`src/ptw_pkg.sv`:
```
// ----------------------------------------------------------
// shared Sv32 widths, bus structs and enums for the walker
// widths are fixed by Sv32: 32-bit VA, 34-bit PA, 9-bit ASID
// struct field order is part of the interface to the TB
// ----------------------------------------------------------

package ptw_pkg;

    // ----------------------------------------------------------
    // Sv32 widths
    // ----------------------------------------------------------
    localparam int VLEN          = 32;
    localparam int PLEN          = 34;
    localparam int PPN_W         = 22;
    localparam int VPN_W         = 10;
    localparam int ASID_W        = 9;
    localparam int PAGE_OFFSET_W = 12;

    // page-table entry, msb first as laid out in memory
    typedef struct packed {
        logic [PPN_W-1:0] ppn;
        logic [1:0]       rsw;
        logic             d;
        logic             a;
        logic             g;
        logic             u;
        logic             x;
        logic             w;
        logic             r;
        logic             v;
    } pte_t;

    // translation miss from the TLB side
    typedef struct packed {
        logic              valid;
        logic [VLEN-1:0]   vaddr;
        logic [ASID_W-1:0] asid;
        logic              is_instr;
        logic              is_store;
    } ptw_req_t;

    // read request towards memory, word address in bytes
    typedef struct packed {
        logic            req;
        logic [PLEN-1:0] addr;
    } mem_req_t;

    // grant and read data coming back
    typedef struct packed {
        logic        gnt;
        logic        rvalid;
        logic [31:0] rdata;
    } mem_rsp_t;

    // TLB fill, one-cycle pulse on valid
    typedef struct packed {
        logic                          valid;
        logic [VLEN-PAGE_OFFSET_W-1:0] vpn;
        logic                          is_4m;
        logic [ASID_W-1:0]             asid;
        pte_t                          content;
    } tlb_update_t;

    // ----------------------------------------------------------
    // enums
    // ----------------------------------------------------------
    typedef enum logic [1:0] {
        PTE_LEAF_OK,
        PTE_POINTER,
        PTE_FAULT
    } pte_verdict_e;

    typedef enum logic [2:0] {
        IDLE,
        WAIT_GRANT,
        PTE_LOOKUP,
        WAIT_RVALID,
        PROPAGATE_ERROR,
        LATENCY
    } walk_state_e;

    // Sv32 has only two table levels
    typedef enum logic {
        LVL1,
        LVL2
    } walk_lvl_e;

endpackage

```
`src/ptw_pte_check.sv`:
```
// ----------------------------------------------------------
// purely combinational PTE classifier, zero latency
// A and D bits are never updated in hardware, a clear bit
// faults so that software can manage them
// clk_i only samples the assertion
// ----------------------------------------------------------

`timescale 1ns/1ps

module ptw_pte_check (
    input  logic                 clk_i,
    input  ptw_pkg::pte_t        pte_i,
    input  ptw_pkg::walk_lvl_e   lvl_i,
    input  logic                 is_instr_i,
    input  logic                 is_store_i,
    input  logic                 mxr_i,
    output ptw_pkg::pte_verdict_e verdict_o
);

    // permission result for a leaf
    logic leaf_ok;

    always_comb begin
        leaf_ok   = 1'b0;
        verdict_o = ptw_pkg::PTE_LEAF_OK;

        // invalid entry or reserved w-without-r encoding
        if (!pte_i.v || (!pte_i.r && pte_i.w)) begin
            verdict_o = ptw_pkg::PTE_FAULT;
        end else if (!pte_i.r && !pte_i.x) begin
            // pointer, only legal above the last level
            if (lvl_i == ptw_pkg::LVL1) begin
                verdict_o = ptw_pkg::PTE_POINTER;
            end else begin
                verdict_o = ptw_pkg::PTE_FAULT;
            end
        end else begin
            // leaf: fetch needs x, data needs r (or x with mxr)
            if (is_instr_i) begin
                leaf_ok = pte_i.x && pte_i.a;
            end else begin
                leaf_ok = pte_i.a && (pte_i.r || (pte_i.x && mxr_i));
            end
            // stores additionally need a writable, dirty page
            if (is_store_i && !(pte_i.w && pte_i.d)) begin
                leaf_ok = 1'b0;
            end
            // 4 MiB superpage must have ppn[0] field zero
            if (lvl_i == ptw_pkg::LVL1 && pte_i.ppn[ptw_pkg::VPN_W-1:0] != '0) begin
                leaf_ok = 1'b0;
            end
            verdict_o = leaf_ok ? ptw_pkg::PTE_LEAF_OK : ptw_pkg::PTE_FAULT;
        end
    end

    // ----------------------------------------------------------
    // assertions
    // ----------------------------------------------------------
    // the controller never descends below level 2
    a_no_ptr_at_lvl2 : assert property (
        @(posedge clk_i) (lvl_i == ptw_pkg::LVL2) |-> (verdict_o != ptw_pkg::PTE_POINTER)
    ) else $error("pointer verdict at last level");

endmodule

```
`src/ptw_top.sv`:
```
// ----------------------------------------------------------
// Sv32 page-table walker top: FSM plus PTE checker
// one walk at a time, wait for busy_o low before requesting
// no back-pressure on tlb_update_o or error_o
// ----------------------------------------------------------

`timescale 1ns/1ps

module ptw_top (
    input  logic                      clk_i,
    input  logic                      rst_ni,
    input  logic                      flush_i,
    input  ptw_pkg::ptw_req_t         req_i,
    input  logic [ptw_pkg::PPN_W-1:0] satp_ppn_i,
    input  logic                      mxr_i,
    output ptw_pkg::mem_req_t         mem_req_o,
    input  ptw_pkg::mem_rsp_t         mem_rsp_i,
    output ptw_pkg::tlb_update_t      tlb_update_o,
    output logic                      busy_o,
    output logic                      walking_instr_o,
    output logic                      error_o
);

    // controller to checker
    ptw_pkg::pte_t         pte;
    ptw_pkg::walk_lvl_e    lvl;
    logic                  is_instr;
    logic                  is_store;
    ptw_pkg::pte_verdict_e verdict;

    ptw_walk_ctrl u_walk_ctrl (
        .clk_i           (clk_i),
        .rst_ni          (rst_ni),
        .flush_i         (flush_i),
        .req_i           (req_i),
        .satp_ppn_i      (satp_ppn_i),
        .mem_req_o       (mem_req_o),
        .mem_rsp_i       (mem_rsp_i),
        .tlb_update_o    (tlb_update_o),
        .busy_o          (busy_o),
        .walking_instr_o (walking_instr_o),
        .error_o         (error_o),
        .pte_o           (pte),
        .lvl_o           (lvl),
        .is_instr_o      (is_instr),
        .is_store_o      (is_store),
        .verdict_i       (verdict)
    );

    ptw_pte_check u_pte_check (
        .clk_i      (clk_i),
        .pte_i      (pte),
        .lvl_i      (lvl),
        .is_instr_i (is_instr),
        .is_store_i (is_store),
        .mxr_i      (mxr_i),
        .verdict_o  (verdict)
    );

endmodule

```
`src/ptw_walk_ctrl.sv`:
```
// ----------------------------------------------------------
// Sv32 walk FSM with req/gnt/rvalid memory port
// one read outstanding at most; read data is registered, so
// the verdict acts one cycle after rvalid
// flush with a read in flight drains the rvalid first
// requests arriving while busy_o is high are dropped
// ----------------------------------------------------------

`timescale 1ns/1ps

module ptw_walk_ctrl (
    input  logic                        clk_i,
    input  logic                        rst_ni,
    input  logic                        flush_i,
    input  ptw_pkg::ptw_req_t           req_i,
    input  logic [ptw_pkg::PPN_W-1:0]   satp_ppn_i,
    output ptw_pkg::mem_req_t           mem_req_o,
    input  ptw_pkg::mem_rsp_t           mem_rsp_i,
    output ptw_pkg::tlb_update_t        tlb_update_o,
    output logic                        busy_o,
    output logic                        walking_instr_o,
    output logic                        error_o,
    output ptw_pkg::pte_t               pte_o,
    output ptw_pkg::walk_lvl_e          lvl_o,
    output logic                        is_instr_o,
    output logic                        is_store_o,
    input  ptw_pkg::pte_verdict_e       verdict_i
);

    ptw_pkg::walk_state_e state_q, state_d;
    ptw_pkg::walk_lvl_e   lvl_q, lvl_d;

    // walk context latched at the request
    logic [ptw_pkg::VLEN-1:0]   vaddr_q, vaddr_d;
    logic [ptw_pkg::ASID_W-1:0] asid_q, asid_d;
    logic                       is_instr_q, is_instr_d;
    logic                       is_store_q, is_store_d;
    // sticky global bit over all fetched entries
    logic                       global_q, global_d;
    // byte address of the PTE being read
    logic [ptw_pkg::PLEN-1:0]   pptr_q, pptr_d;

    // registered memory response
    logic                       rvalid_q;
    logic [31:0]                rdata_q;
    ptw_pkg::pte_t              pte;

    assign pte = ptw_pkg::pte_t'(rdata_q);

    // to the checker
    assign pte_o      = pte;
    assign lvl_o      = lvl_q;
    assign is_instr_o = is_instr_q;
    assign is_store_o = is_store_q;

    assign busy_o          = (state_q != ptw_pkg::IDLE);
    assign walking_instr_o = is_instr_q;
    assign error_o         = (state_q == ptw_pkg::PROPAGATE_ERROR);

    assign mem_req_o.req  = (state_q == ptw_pkg::WAIT_GRANT);
    assign mem_req_o.addr = pptr_q;

    // ----------------------------------------------------------
    // next-state logic
    // ----------------------------------------------------------
    always_comb begin
        state_d    = state_q;
        lvl_d      = lvl_q;
        vaddr_d    = vaddr_q;
        asid_d     = asid_q;
        is_instr_d = is_instr_q;
        is_store_d = is_store_q;
        global_d   = global_q;
        pptr_d     = pptr_q;

        tlb_update_o.valid     = 1'b0;
        tlb_update_o.vpn       = vaddr_q[ptw_pkg::VLEN-1:ptw_pkg::PAGE_OFFSET_W];
        tlb_update_o.is_4m     = (lvl_q == ptw_pkg::LVL1);
        tlb_update_o.asid      = asid_q;
        // g is inherited from any level of the walk
        tlb_update_o.content   = pte;
        tlb_update_o.content.g = pte.g | global_q;

        unique case (state_q)
            ptw_pkg::IDLE: begin
                lvl_d      = ptw_pkg::LVL1;
                global_d   = 1'b0;
                is_instr_d = 1'b0;
                is_store_d = 1'b0;
                if (req_i.valid) begin
                    // satp.ppn * 4096 + vpn[1] * 4
                    pptr_d     = {satp_ppn_i, req_i.vaddr[31:22], 2'b00};
                    vaddr_d    = req_i.vaddr;
                    asid_d     = req_i.asid;
                    is_instr_d = req_i.is_instr;
                    is_store_d = req_i.is_store;
                    state_d    = ptw_pkg::WAIT_GRANT;
                end
            end
            ptw_pkg::WAIT_GRANT: begin
                if (mem_rsp_i.gnt) begin
                    state_d = ptw_pkg::PTE_LOOKUP;
                end
            end
            ptw_pkg::PTE_LOOKUP: begin
                if (rvalid_q) begin
                    global_d = global_q | pte.g;
                    unique case (verdict_i)
                        ptw_pkg::PTE_LEAF_OK: begin
                            // dropped if a flush hits this cycle
                            tlb_update_o.valid = !flush_i;
                            state_d            = ptw_pkg::LATENCY;
                        end
                        ptw_pkg::PTE_POINTER: begin
                            // pte.ppn * 4096 + vpn[0] * 4
                            lvl_d   = ptw_pkg::LVL2;
                            pptr_d  = {pte.ppn, vaddr_q[21:12], 2'b00};
                            state_d = ptw_pkg::WAIT_GRANT;
                        end
                        default: begin
                            state_d = ptw_pkg::PROPAGATE_ERROR;
                        end
                    endcase
                end
            end
            ptw_pkg::PROPAGATE_ERROR: begin
                state_d = ptw_pkg::LATENCY;
            end
            ptw_pkg::WAIT_RVALID: begin
                // drain the read left over from a flushed walk
                if (rvalid_q) begin
                    state_d = ptw_pkg::IDLE;
                end
            end
            ptw_pkg::LATENCY: begin
                state_d = ptw_pkg::IDLE;
            end
            default: begin
                state_d = ptw_pkg::IDLE;
            end
        endcase

        // ------------------------------------------------------
        // flush
        // ------------------------------------------------------
        // a granted read whose rvalid is still to come must be absorbed
        if (flush_i) begin
            if (((state_q inside {ptw_pkg::PTE_LOOKUP, ptw_pkg::WAIT_RVALID}) && !rvalid_q) ||
                ((state_q == ptw_pkg::WAIT_GRANT) && mem_rsp_i.gnt)) begin
                state_d = ptw_pkg::WAIT_RVALID;
            end else begin
                state_d = ptw_pkg::LATENCY;
            end
        end
    end

    // ----------------------------------------------------------
    // registers
    // ----------------------------------------------------------
    always_ff @(posedge clk_i or negedge rst_ni) begin
        if (!rst_ni) begin
            state_q    <= ptw_pkg::IDLE;
            lvl_q      <= ptw_pkg::LVL1;
            is_instr_q <= 1'b0;
            is_store_q <= 1'b0;
            global_q   <= 1'b0;
            rvalid_q   <= 1'b0;
            vaddr_q    <= '0;
            asid_q     <= '0;
            pptr_q     <= '0;
            rdata_q    <= '0;
        end else begin
            state_q    <= state_d;
            lvl_q      <= lvl_d;
            is_instr_q <= is_instr_d;
            is_store_q <= is_store_d;
            global_q   <= global_d;
            rvalid_q   <= mem_rsp_i.rvalid;
            vaddr_q    <= vaddr_d;
            asid_q     <= asid_d;
            pptr_q     <= pptr_d;
            rdata_q    <= mem_rsp_i.rdata;
        end
    end

    // ----------------------------------------------------------
    // assertions
    // ----------------------------------------------------------
    // request held stable until granted unless flushed
    a_req_stable : assert property (
        @(posedge clk_i) disable iff (!rst_ni)
        (mem_req_o.req && !mem_rsp_i.gnt && !flush_i) |=>
            (mem_req_o.req && $stable(mem_req_o.addr))
    ) else $error("memory request changed before grant");

    // a walk ends in exactly one way
    a_update_xor_error : assert property (
        @(posedge clk_i) disable iff (!rst_ni)
        !(tlb_update_o.valid && error_o)
    ) else $error("update and error in the same cycle");

endmodule
```
`config.mk`:
```
export PLATFORM = sky130hd
export DESIGN_NAME = ptw_top
export DESIGN_NICKNAME = d
export VERILOG_FILES = /design/src/ptw_pkg.sv /design/src/ptw_pte_check.sv /design/src/ptw_top.sv /design/src/ptw_walk_ctrl.sv
export SDC_FILE = /design/constraint.sdc
export NUM_CORES = 1
export LEC_CHECK = 0
export BUFFER_PORTS_ARGS = -buffer_cell sky130_fd_sc_hd__buf_2
export CORE_MARGIN = 4
export CORE_UTILIZATION = 42
export CTS_CLUSTER_DIAMETER = 150
export DETAILED_ROUTE_END_ITERATION = 16
export PLACE_DENSITY_LB_ADDON = 0.05
export RECOVER_POWER = 25
export SLEW_MARGIN = 20
export SYNTH_ARGS = -nofsm -noshare
export SYNTH_HDL_FRONTEND = slang
export SYNTH_SLANG_ARGS = --single-unit
```
`constraint.sdc`:
```
create_clock -name clk_i -period 2 [get_ports clk_i]
set_clock_uncertainty 0.2 [all_clocks]
set_input_delay 0.1 -clock clk_i [delete_from_list [all_inputs] [get_ports clk_i]]
set_output_delay 0.1 -clock clk_i [all_outputs]
set_load 0.01 [all_outputs]
```
[Word level (Yosys, flattened, before mapping)]
Index checks and enable logic that the tools add are counted.
Storage, ports and cells
  word-level logic and storage cells: 85
  bits of input ports: 104
  bits in registers: 115
  output and inout bits: 101
Operators by class
  equality and inequality tests: 12
  multiplexer cells: 31
  reductions and logical operators: 30
  bitwise logic cells: 2
Operators with widths (number)
  2-to-1 mux 34 bit: 3
  case mux 34 bit (2 select lines): 1
  2-to-1 mux 3 bit: 6
  case mux 3 bit (5 select lines): 1
  2-to-1 mux 1 bit: 13
  logical AND 1 bit: 10
  nonzero test 10 bit: 1
  inequality test 3 x 2 -> 1 bit, second input constant: 3
  2-to-1 mux 2 bit: 4
  AND reduction 4 bit: 2
  equality test 3 x 2 -> 1 bit, second input constant: 2
  zero test 1 bit: 6
  case mux 3 bit (2 select lines): 1
  inequality test 2 bit, second input constant: 2
  case mux 1 bit (2 select lines): 2
  AND reduction 2 bit: 2
  nonzero test 2 bit: 2
  equality test 3 x 1 -> 1 bit, second input constant: 1
  equality test 3 bit, second input constant: 1
  zero test 3 bit: 1
  logical OR 1 bit: 3
  inequality test 3 bit, second input constant: 1
  AND reduction 3 bit: 1
  nonzero test 3 bit: 1
  other kinds (5): 5

[Logic depth before layout (Yosys ltp)]
Gate-level depths: netlist (run 1).
  depth after elaboration: 16
  gate-level depth with buffers: 6
  depth with buffers taken out: 4

[Modules after synthesis]
A second synthesis (run 1) with hierarchy kept.
Unflattened totals
  cell total of the unflattened synthesis: 298
  area, all modules: 4304.1 um^2
By module, submodules not included
  ptw_walk_ctrl: times used 1, cells an instance 285, seq. area each 2527.4 um^2, area each 4217.8 um^2
  ptw_pte_check: times used 1, cells an instance 13, seq. area each 0.0 um^2, area each 86.3 um^2

[Worst setup path before layout (run 1)]
OpenSTA, ideal clock, no wires.
  path type: flip-flop to flip-flop
  from: register u_walk_ctrl.state_q[0]
  to: register u_walk_ctrl.pptr_q[10] (netlist name)
  required time: 1.675 ns
  stages on the path, launching flop included: 7
  clock period less this slack: 2.002 ns
  path buffers: 2
  arrival time: 1.677 ns
  path slack: -0.002 ns
  setup time: 0.125 ns
  cell sequence: dfrtp_1 > buf_2 > nor3b_4 > nand4_1 > a2bb2oi_4 > buf_6 > mux2_2
Between the ends
  cells in the longest elaborated chain, start to end: 3
  elaborated cells between the ends (all ways): 8
  those cells by class: 4 x eq/ne; 1 x mux; 3 x reduce/logical
RTL lines
  from (decl): RTL line ptw_walk_ctrl.sv:30  | ptw_pkg::walk_state_e state_q, state_d;
  from (signal assigned): RTL line ptw_walk_ctrl.sv:162  | state_q <= ptw_pkg::IDLE;
  from (signal assigned): RTL line ptw_walk_ctrl.sv:173  | state_q <= state_d;
  equality test 3 x 2 -> 1 bit / zero test 3 bit (equally long branches): RTL line ptw_walk_ctrl.sv:84  | unique case (state_q)
  inequality test 2 x 1 -> 1 bit (no source line) (tied with other cells)
  AND reduction 4 bit (no source line)
  to (signal assigned): RTL line ptw_walk_ctrl.sv:181  | pptr_q <= pptr_d;
  to (decl): RTL line ptw_walk_ctrl.sv:41  | logic [ptw_pkg::PLEN-1:0] pptr_q, pptr_d;
Several ways; a longest one is shown, not always the timed one.
A chain may end at the register's enable or synchronous reset.

[Worst setup path after layout (run 1)]
  from: register u_walk_ctrl.state_q[0]
  to: register u_walk_ctrl.pptr_q[24] (netlist name)
The elaborated chain is that of the path after synthesis.

==> results of run 1 <==
[per-stage QoR]
stage,hold slack (ns),TNS (ns)
after global routing,0.1492,-2.853
after CTS,0.07196,-0.09909
after detailed placement,-0.07186,0
after global placement,-0.07343,0
final,0.1735,-0.0006068
after floorplan,-0.3956,0
[cell usage after synthesis]
cell type / instances / area [sq um]
nor4_1: 3 / 18.77
o31ai_1: 1 / 7.510
nor2b_1: 1 / 6.260
nor3b_4: 1 / 18.77
nor3_2: 1 / 10.01
a311o_1: 1 / 10.01
o21ai_0: 4 / 20.02
nand4_1: 1 / 6.260
dfrtp_1: 101 / 2527
a31oi_1: 3 / 18.77
buf_4: 35 / 262.8
nor3b_1: 1 / 7.510
o22ai_1: 1 / 6.260
mux2_2: 93 / 1047
nand3_1: 3 / 15.01
a221o_1: 1 / 10.01
inv_1: 6 / 22.52
buf_6: 3 / 33.78
nand2b_1: 2 / 12.51
a31o_2: 1 / 8.760
mux2_1: 1 / 11.26
conb_1: 1 / 3.750
nor3_1: 4 / 20.02
buf_2: 6 / 30.03
or2_2: 3 / 18.77
and2_1: 1 / 6.260
nor4b_1: 1 / 8.760
buf_1: 1 / 3.750
nor2_1: 5 / 18.77
a21oi_1: 2 / 10.01
nand2_1: 9 / 33.78
nand3b_1: 1 / 7.510
a2bb2oi_4: 1 / 26.28
[power by group]
group	internal, mW	leakage [nW]	switching (mW)
Combinational	1.38	1.79	1.10
Clock	0.599	0.0923	0.635
Sequential	2.73	1.20	0.370
[sequential cells by signal, summed over array words and instances (netlist names), 3 cells and up]
name / count
u_walk_ctrl.asid_q: 9
u_walk_ctrl.pptr_q: 32
u_walk_ctrl.pte_o: 32
u_walk_ctrl.state_q: 3
u_walk_ctrl.vaddr_q: 20
[cell families (layout without fill, tap and decap cells)]
family                 count (synthesis)  in the layout  share of synthesized area
other                                  1              2                  0.0008784
buffers and inverters                 51            324                    0.08265
flip-flops                           101            101                     0.5920
AO/OA/AOI/OAI                         15             15                    0.02755
multiplexers                          94             94                     0.2479
AND/OR/NAND/NOR                       37             37                    0.04895
[timing repair]
action                                 4_1_cts  5_1_grt
resized for setup                           17       12
setup endpoints to repair                    1       36
hold buffers                                91        0
endpoints found under the hold margin      188        0
pin swaps                                    7        0
buffers inserted                             5        0
gates cloned                                 0        1
[final timing paths]
kind | endpoint | depth (start not counted) | start
setup / recovery | u_walk_ctrl.pptr_q[24] | 6 | u_walk_ctrl.state_q[0]
hold / removal | u_walk_ctrl.state_q[0] | 5 | req_i[43]
setup reg to reg | u_walk_ctrl.pptr_q[24] | 6 | u_walk_ctrl.state_q[0]
hold reg to reg | u_walk_ctrl.is_store_o | 2 | u_walk_ctrl.is_store_o
max in group asynchronous | u_walk_ctrl.pte_o[17] | 3 | rst_ni
min in group asynchronous | u_walk_ctrl.asid_q[5] | 2 | rst_ni
[per-layer routing]
layer | up-vias | track usage | routed length (um)
met1 | 1557 | 0.2202 | 4464
met3 | 19 | 0.05033 | 771
met4 | 0 | 0.07304 | 219
met2 | 131 | 0.3208 | 5565
li1 | 1540 | - | -
met5 | - | 0 | 0
[cell type report]
class / instances / area [sq um] / share of cell area
Sequential cell: 101 / 2527 / 0.3876
Timing Repair Buffer: 304 / 2133 / 0.3272
Multi-Input combinational cell: 148 / 1490 / 0.2286
Tap cell: 133 / 166.4 / 0.02552
Clock buffer: 12 / 145.1 / 0.02226
Clock inverter: 2 / 35.03 / 0.005373
Inverter: 6 / 22.52 / 0.003454
[worst max-delay path: stages, from the launching register on]
cell and delay (ns):
dfrtp_1 0.38, buf_4 0.15, nor3b_4 0.21, buf_4 0.17
buf_12 0.16, mux2_2 0.34, mux2_2 0.26
==> results.ini, run 1 <==
[status]
status = finished with violations
violations = negative setup slack

[clock_tree]
worstSkewPairLatency_ns = 0.35
root_buffer = clkbuf_8
clk_pin_slew_ns = 0.09
clock_path_buffers = 2
cts_sinks = 101
numCtsBuffers = 9
cts.htree.levels = 3
cts_tree = built

[placement]
dpl-instance-area_sq_um = 5240
place.gp.congestion = 0.7807
dpl.cell_count = 595
port_buffers = 190
dpl.hpwl_mm = 7.272
pre_cts_slack_ns = 0.03542

[final_layout]
final_cell_area_sq_um = 6520
fin_cells = 706
drive_gt1_frac = 0.5794
final_common_cell = buf_2
post-route-util = 0.6640
fillers = 796
area_growth_pct = 52.73
antennaDiodeCount = 0
layout_common_cells = 188 x buf_2, 101 x dfrtp_1, 91 x dlygate4sd3_1
nNetsFinal = 674

[drt]
dr.pass1.iters = 4
drc_errors = 0
drtAntennaViolNets = 0
routedWlPerCell_um = 15.61
vias_per_cell = 4.599
initialDrtViolationCount = 83
vias = 3247
wl_mm = 11.02

[synthesis]
syn_avg_cell_area_sq_um = 14.28
synth-seq-area-share = 0.5920
syn_area_sq_um = 4269
synth_seq_cells = 101
yosys_warnings = 0
syn_inst = 299
synth_cell_types = 33

[global_routing]
grt_pass1_vias = 3475
grt_overflow = 0
grt_pass1_wl_mm = 16.98
grt_max_degree = 43
grt.total_usage = 0.1858
antenna_found_initial = 0

[critical_path]
end_kind = flip-flop
crit_arrival_ns = 2.04
path_max_fanout = 17
r2r_slack_ns = -0.0006
critPathLaunchType = flip-flop
crit_type = flip-flop to flip-flop
required_ns = 2.03

[sta]
rsz0062_at_grt = yes
finalHoldViolations = 0
tightest_slew_ns = 1.068
clock.fmax_ghz = 0.4998
period_minus_slack_ns = 2.001
layout_worst_path_cycle_share = 1.000
relSlewSlack = 0.2880
worst_slack_ns = -0.0006068
slew_violations = 0
setup_violations = 1

[worst_hold_path]
hold_path_class = primary input to flip-flop

[floorplan]
ios = 205
core_sq_um = 9819
row_count = 36
dieWidth_um = 108.8
die_area_sq_um = 11840
start_util = 0.4348
die_h_um = 108.8

[pwr]
vdd_ir_drop_max_uv = 699.2
powerDensity_nw_per_um2 = 1047
p_total_mw = 6.823
p_leak_nw = 3.089

[flow_run]
drv_cap = 0

Power figures use the tool's default switching activity.
==> run 2, diff against run 1 <==
--- a/config.mk
+++ b/config.mk
@@ -11,7 +11,6 @@
 export CTS_CLUSTER_DIAMETER = 150
 export DETAILED_ROUTE_END_ITERATION = 16
 export PLACE_DENSITY_LB_ADDON = 0.05
-export RECOVER_POWER = 25
 export SLEW_MARGIN = 20
 export SYNTH_ARGS = -nofsm -noshare
 export SYNTH_HDL_FRONTEND = slang
==> results.ini, run 2 (same netlist as run 1, synthesis figures left out) <==
[placement]
place.gp.congestion = 0.7807  ; unchanged
dpl.hpwl_mm = 7.272  ; unchanged
dpl.cell_count = 595  ; unchanged
port_buffers = 190  ; unchanged
dpl-instance-area_sq_um = 5240  ; unchanged

[final_layout]
area_growth_pct = 52.81  ; was 52.73%
nNetsFinal = 674  ; unchanged
fin_cells = 706  ; unchanged
layout_common_cells = 189 x buf_2, 101 x dfrtp_1, 91 x dlygate4sd3_1  ; was 188 x buf_2, 101 x dfrtp_1, 91 x dlygate4sd3_1
final_common_cell = buf_2  ; unchanged
final_cell_area_sq_um = 6524  ; was 6520 sq um
antennaDiodeCount = 0  ; unchanged
drive_gt1_frac = 0.5812  ; was 0.5794

[critical_path]
end_kind = flip-flop  ; unchanged
crit_type = flip-flop to flip-flop  ; unchanged
reg2regPathDepth = 6  ; unchanged
r2r_slack_ns = -0.0005  ; was -0.0006 ns
critPathLaunchType = flip-flop  ; unchanged
required_ns = 2.04  ; was 2.03 ns
crit_chain = buf_4 > nor3b_4 > buf_4 > buf_12 > mux2_2 > mux2_2  ; unchanged
timing.rr.start = u_walk_ctrl.state_q[0]  ; unchanged
slowest_stage = dfrtp_1  ; unchanged
crit_end = u_walk_ctrl.pptr_q[24]  ; unchanged
crit_buf_inv = 3  ; unchanged
critical_path_depth = 6  ; unchanged
cpPeakStageDelay_ns = 0.38  ; about the same
path_delay_family = multiplexers  ; unchanged
crit_arrival_ns = 2.04  ; about the same
crit_start = u_walk_ctrl.state_q[0]  ; unchanged
path_max_fanout = 17  ; unchanged
reg2reg_to = u_walk_ctrl.pptr_q[24]  ; unchanged

[sta]
layout_worst_path_cycle_share = 1.000  ; about the same
relSlewSlack = 0.6320  ; was 0.2880
period_minus_slack_ns = 2.000  ; was 2.001 ns
finalSetupTns_ns = -0.0004594  ; was -0.0006068 ns
setup_violations = 1  ; unchanged
finalHoldViolations = 0  ; unchanged
clock.fmax_ghz = 0.4999  ; was 0.4998 GHz
tightest_slew_ns = 0.5521  ; was 1.068 ns
worst_slack_ns = -0.0004594  ; was -0.0006068 ns
whs_ns = 0.07149  ; was 0.1735 ns
slew_violations = 0  ; unchanged
rsz0062_at_grt = yes  ; unchanged

[drt]
drtAntennaViolNets = 0  ; unchanged
wl_mm = 11.04  ; was 11.02 mm
vias = 3256  ; was 3247
drc_errors = 0  ; unchanged
initialDrtViolationCount = 72  ; was 83
vias_per_cell = 4.612  ; was 4.599
dr.pass1.iters = 4  ; unchanged
routedWlPerCell_um = 15.64  ; was 15.61 um

[floorplan]
ios = 205  ; unchanged
start_util = 0.4348  ; unchanged
row_count = 36  ; unchanged
die_h_um = 108.8  ; unchanged
dieWidth_um = 108.8  ; unchanged
die_area_sq_um = 11840  ; unchanged
core_sq_um = 9819  ; unchanged

[pwr]
p_leak_nw = 3.092  ; was 3.089 nW
p_total_mw = 6.826  ; was 6.823 mW
powerDensity_nw_per_um2 = 1046  ; was 1047 nW/um^2
vdd_ir_drop_max_uv = 700.1  ; was 699.2 uV

[clock_tree]
worstSkewPairLatency_ns = 0.35  ; about the same
root_buffer = clkbuf_8  ; unchanged
cts.htree.levels = 3  ; unchanged
cts_tree = built  ; unchanged
clock_path_buffers = 2  ; unchanged
clk_pin_slew_ns = 0.09  ; about the same
numCtsBuffers = 9  ; unchanged
cts_sinks = 101  ; unchanged

[global_routing]
grt_pass1_vias = 3475  ; unchanged
grt_pass1_wl_mm = 16.98  ; unchanged
grt_overflow = 0  ; unchanged
grt_max_degree = 43  ; unchanged
grt.total_usage = 0.1858  ; unchanged
antenna_found_initial = 0  ; unchanged

[status]
violations = negative setup slack  ; unchanged
status = finished with violations  ; unchanged

[worst_hold_path]
hold_path_class = primary input to asynchronous set/reset pin  ; was primary input to flip-flop

[flow_run]
drv_cap = 0  ; unchanged

==> run 2: cell count changes in the layout (fill, tap and decap cells not counted), sizes merged <==
| cell | previous run | this run |
|---|---|---|
| clkbuf | 15 | 13 |
| buf | 210 | 212 |
==> run 2: area by class of cell <==
| type | count | area [sq um] |
|---|---|---|
| fillers | 794 | 3296 |
| flip-flops and latches | 101 | 2527 |
| repair buffers | 304 | 2137 |
| multi-input cells | 148 | 1490 |
| well taps | 133 | 166.4 |
| clock buffers | 12 | 145.1 |
| clock inverters | 2 | 35.03 |
| inverters | 6 | 22.52 |
==> run 2: stage by stage <==
stage                     setup slack (ns)    util
after CTS                         -0.02300  0.6563
after detailed placement           0.03542  0.5336
after global routing               -0.1083  0.6644
after floorplan                   0.008747       -
after global placement             0.02430  0.5336
final                           -0.0004594  0.6644
==> run 2: worst min path at each step <==
stage,start,to,slack [ns],cells after the start
2_1_floorplan,rst_ni,u_walk_ctrl.asid_q[0],-0.40,0
3_3_place_gp,rst_ni,u_walk_ctrl.pte_o[9],-0.07,1
3_5_place_dp,rst_ni,u_walk_ctrl.pte_o[9],-0.07,1
4_1_cts,rst_ni,u_walk_ctrl.pte_o[9],0.07,2
5_1_grt,rst_ni,u_walk_ctrl.pte_o[8],0.12,2
6_report,rst_ni,u_walk_ctrl.asid_q[5],0.07,2
==> run 2: what timing repair did <==
item / CTS / global route
resized for setup: 17 / 12
endpoints found under the setup margin: 1 / 36
endpoints found under the hold margin: 188 / 0
pin swaps: 7 / 0
cloned: 0 / 1
buffers inserted: 5 / 0
hold buffers: 91 / 0
==> run 2: worst reg2reg max path, cell delays in order (launching register included) <==
cell     delay (ns)
dfrtp_1        0.38
buf_4          0.15
nor3b_4        0.21
buf_4          0.17
buf_12         0.16
mux2_2         0.35
mux2_2         0.26
==> run 2: per-layer routing <==
layer / share of wire / global-route usage / wire (um)
met5: 0 / 0 / 0
met4: 0.019 / 0.07304 / 214
met3: 0.073 / 0.05033 / 806
met2: 0.51 / 0.3208 / 5577
met1: 0.40 / 0.2202 / 4443
==> run 2: report_power, final <==
group          switching [mW]  internal, mW
Clock                   0.636         0.600
Sequential              0.370          2.73
Combinational            1.11          1.38
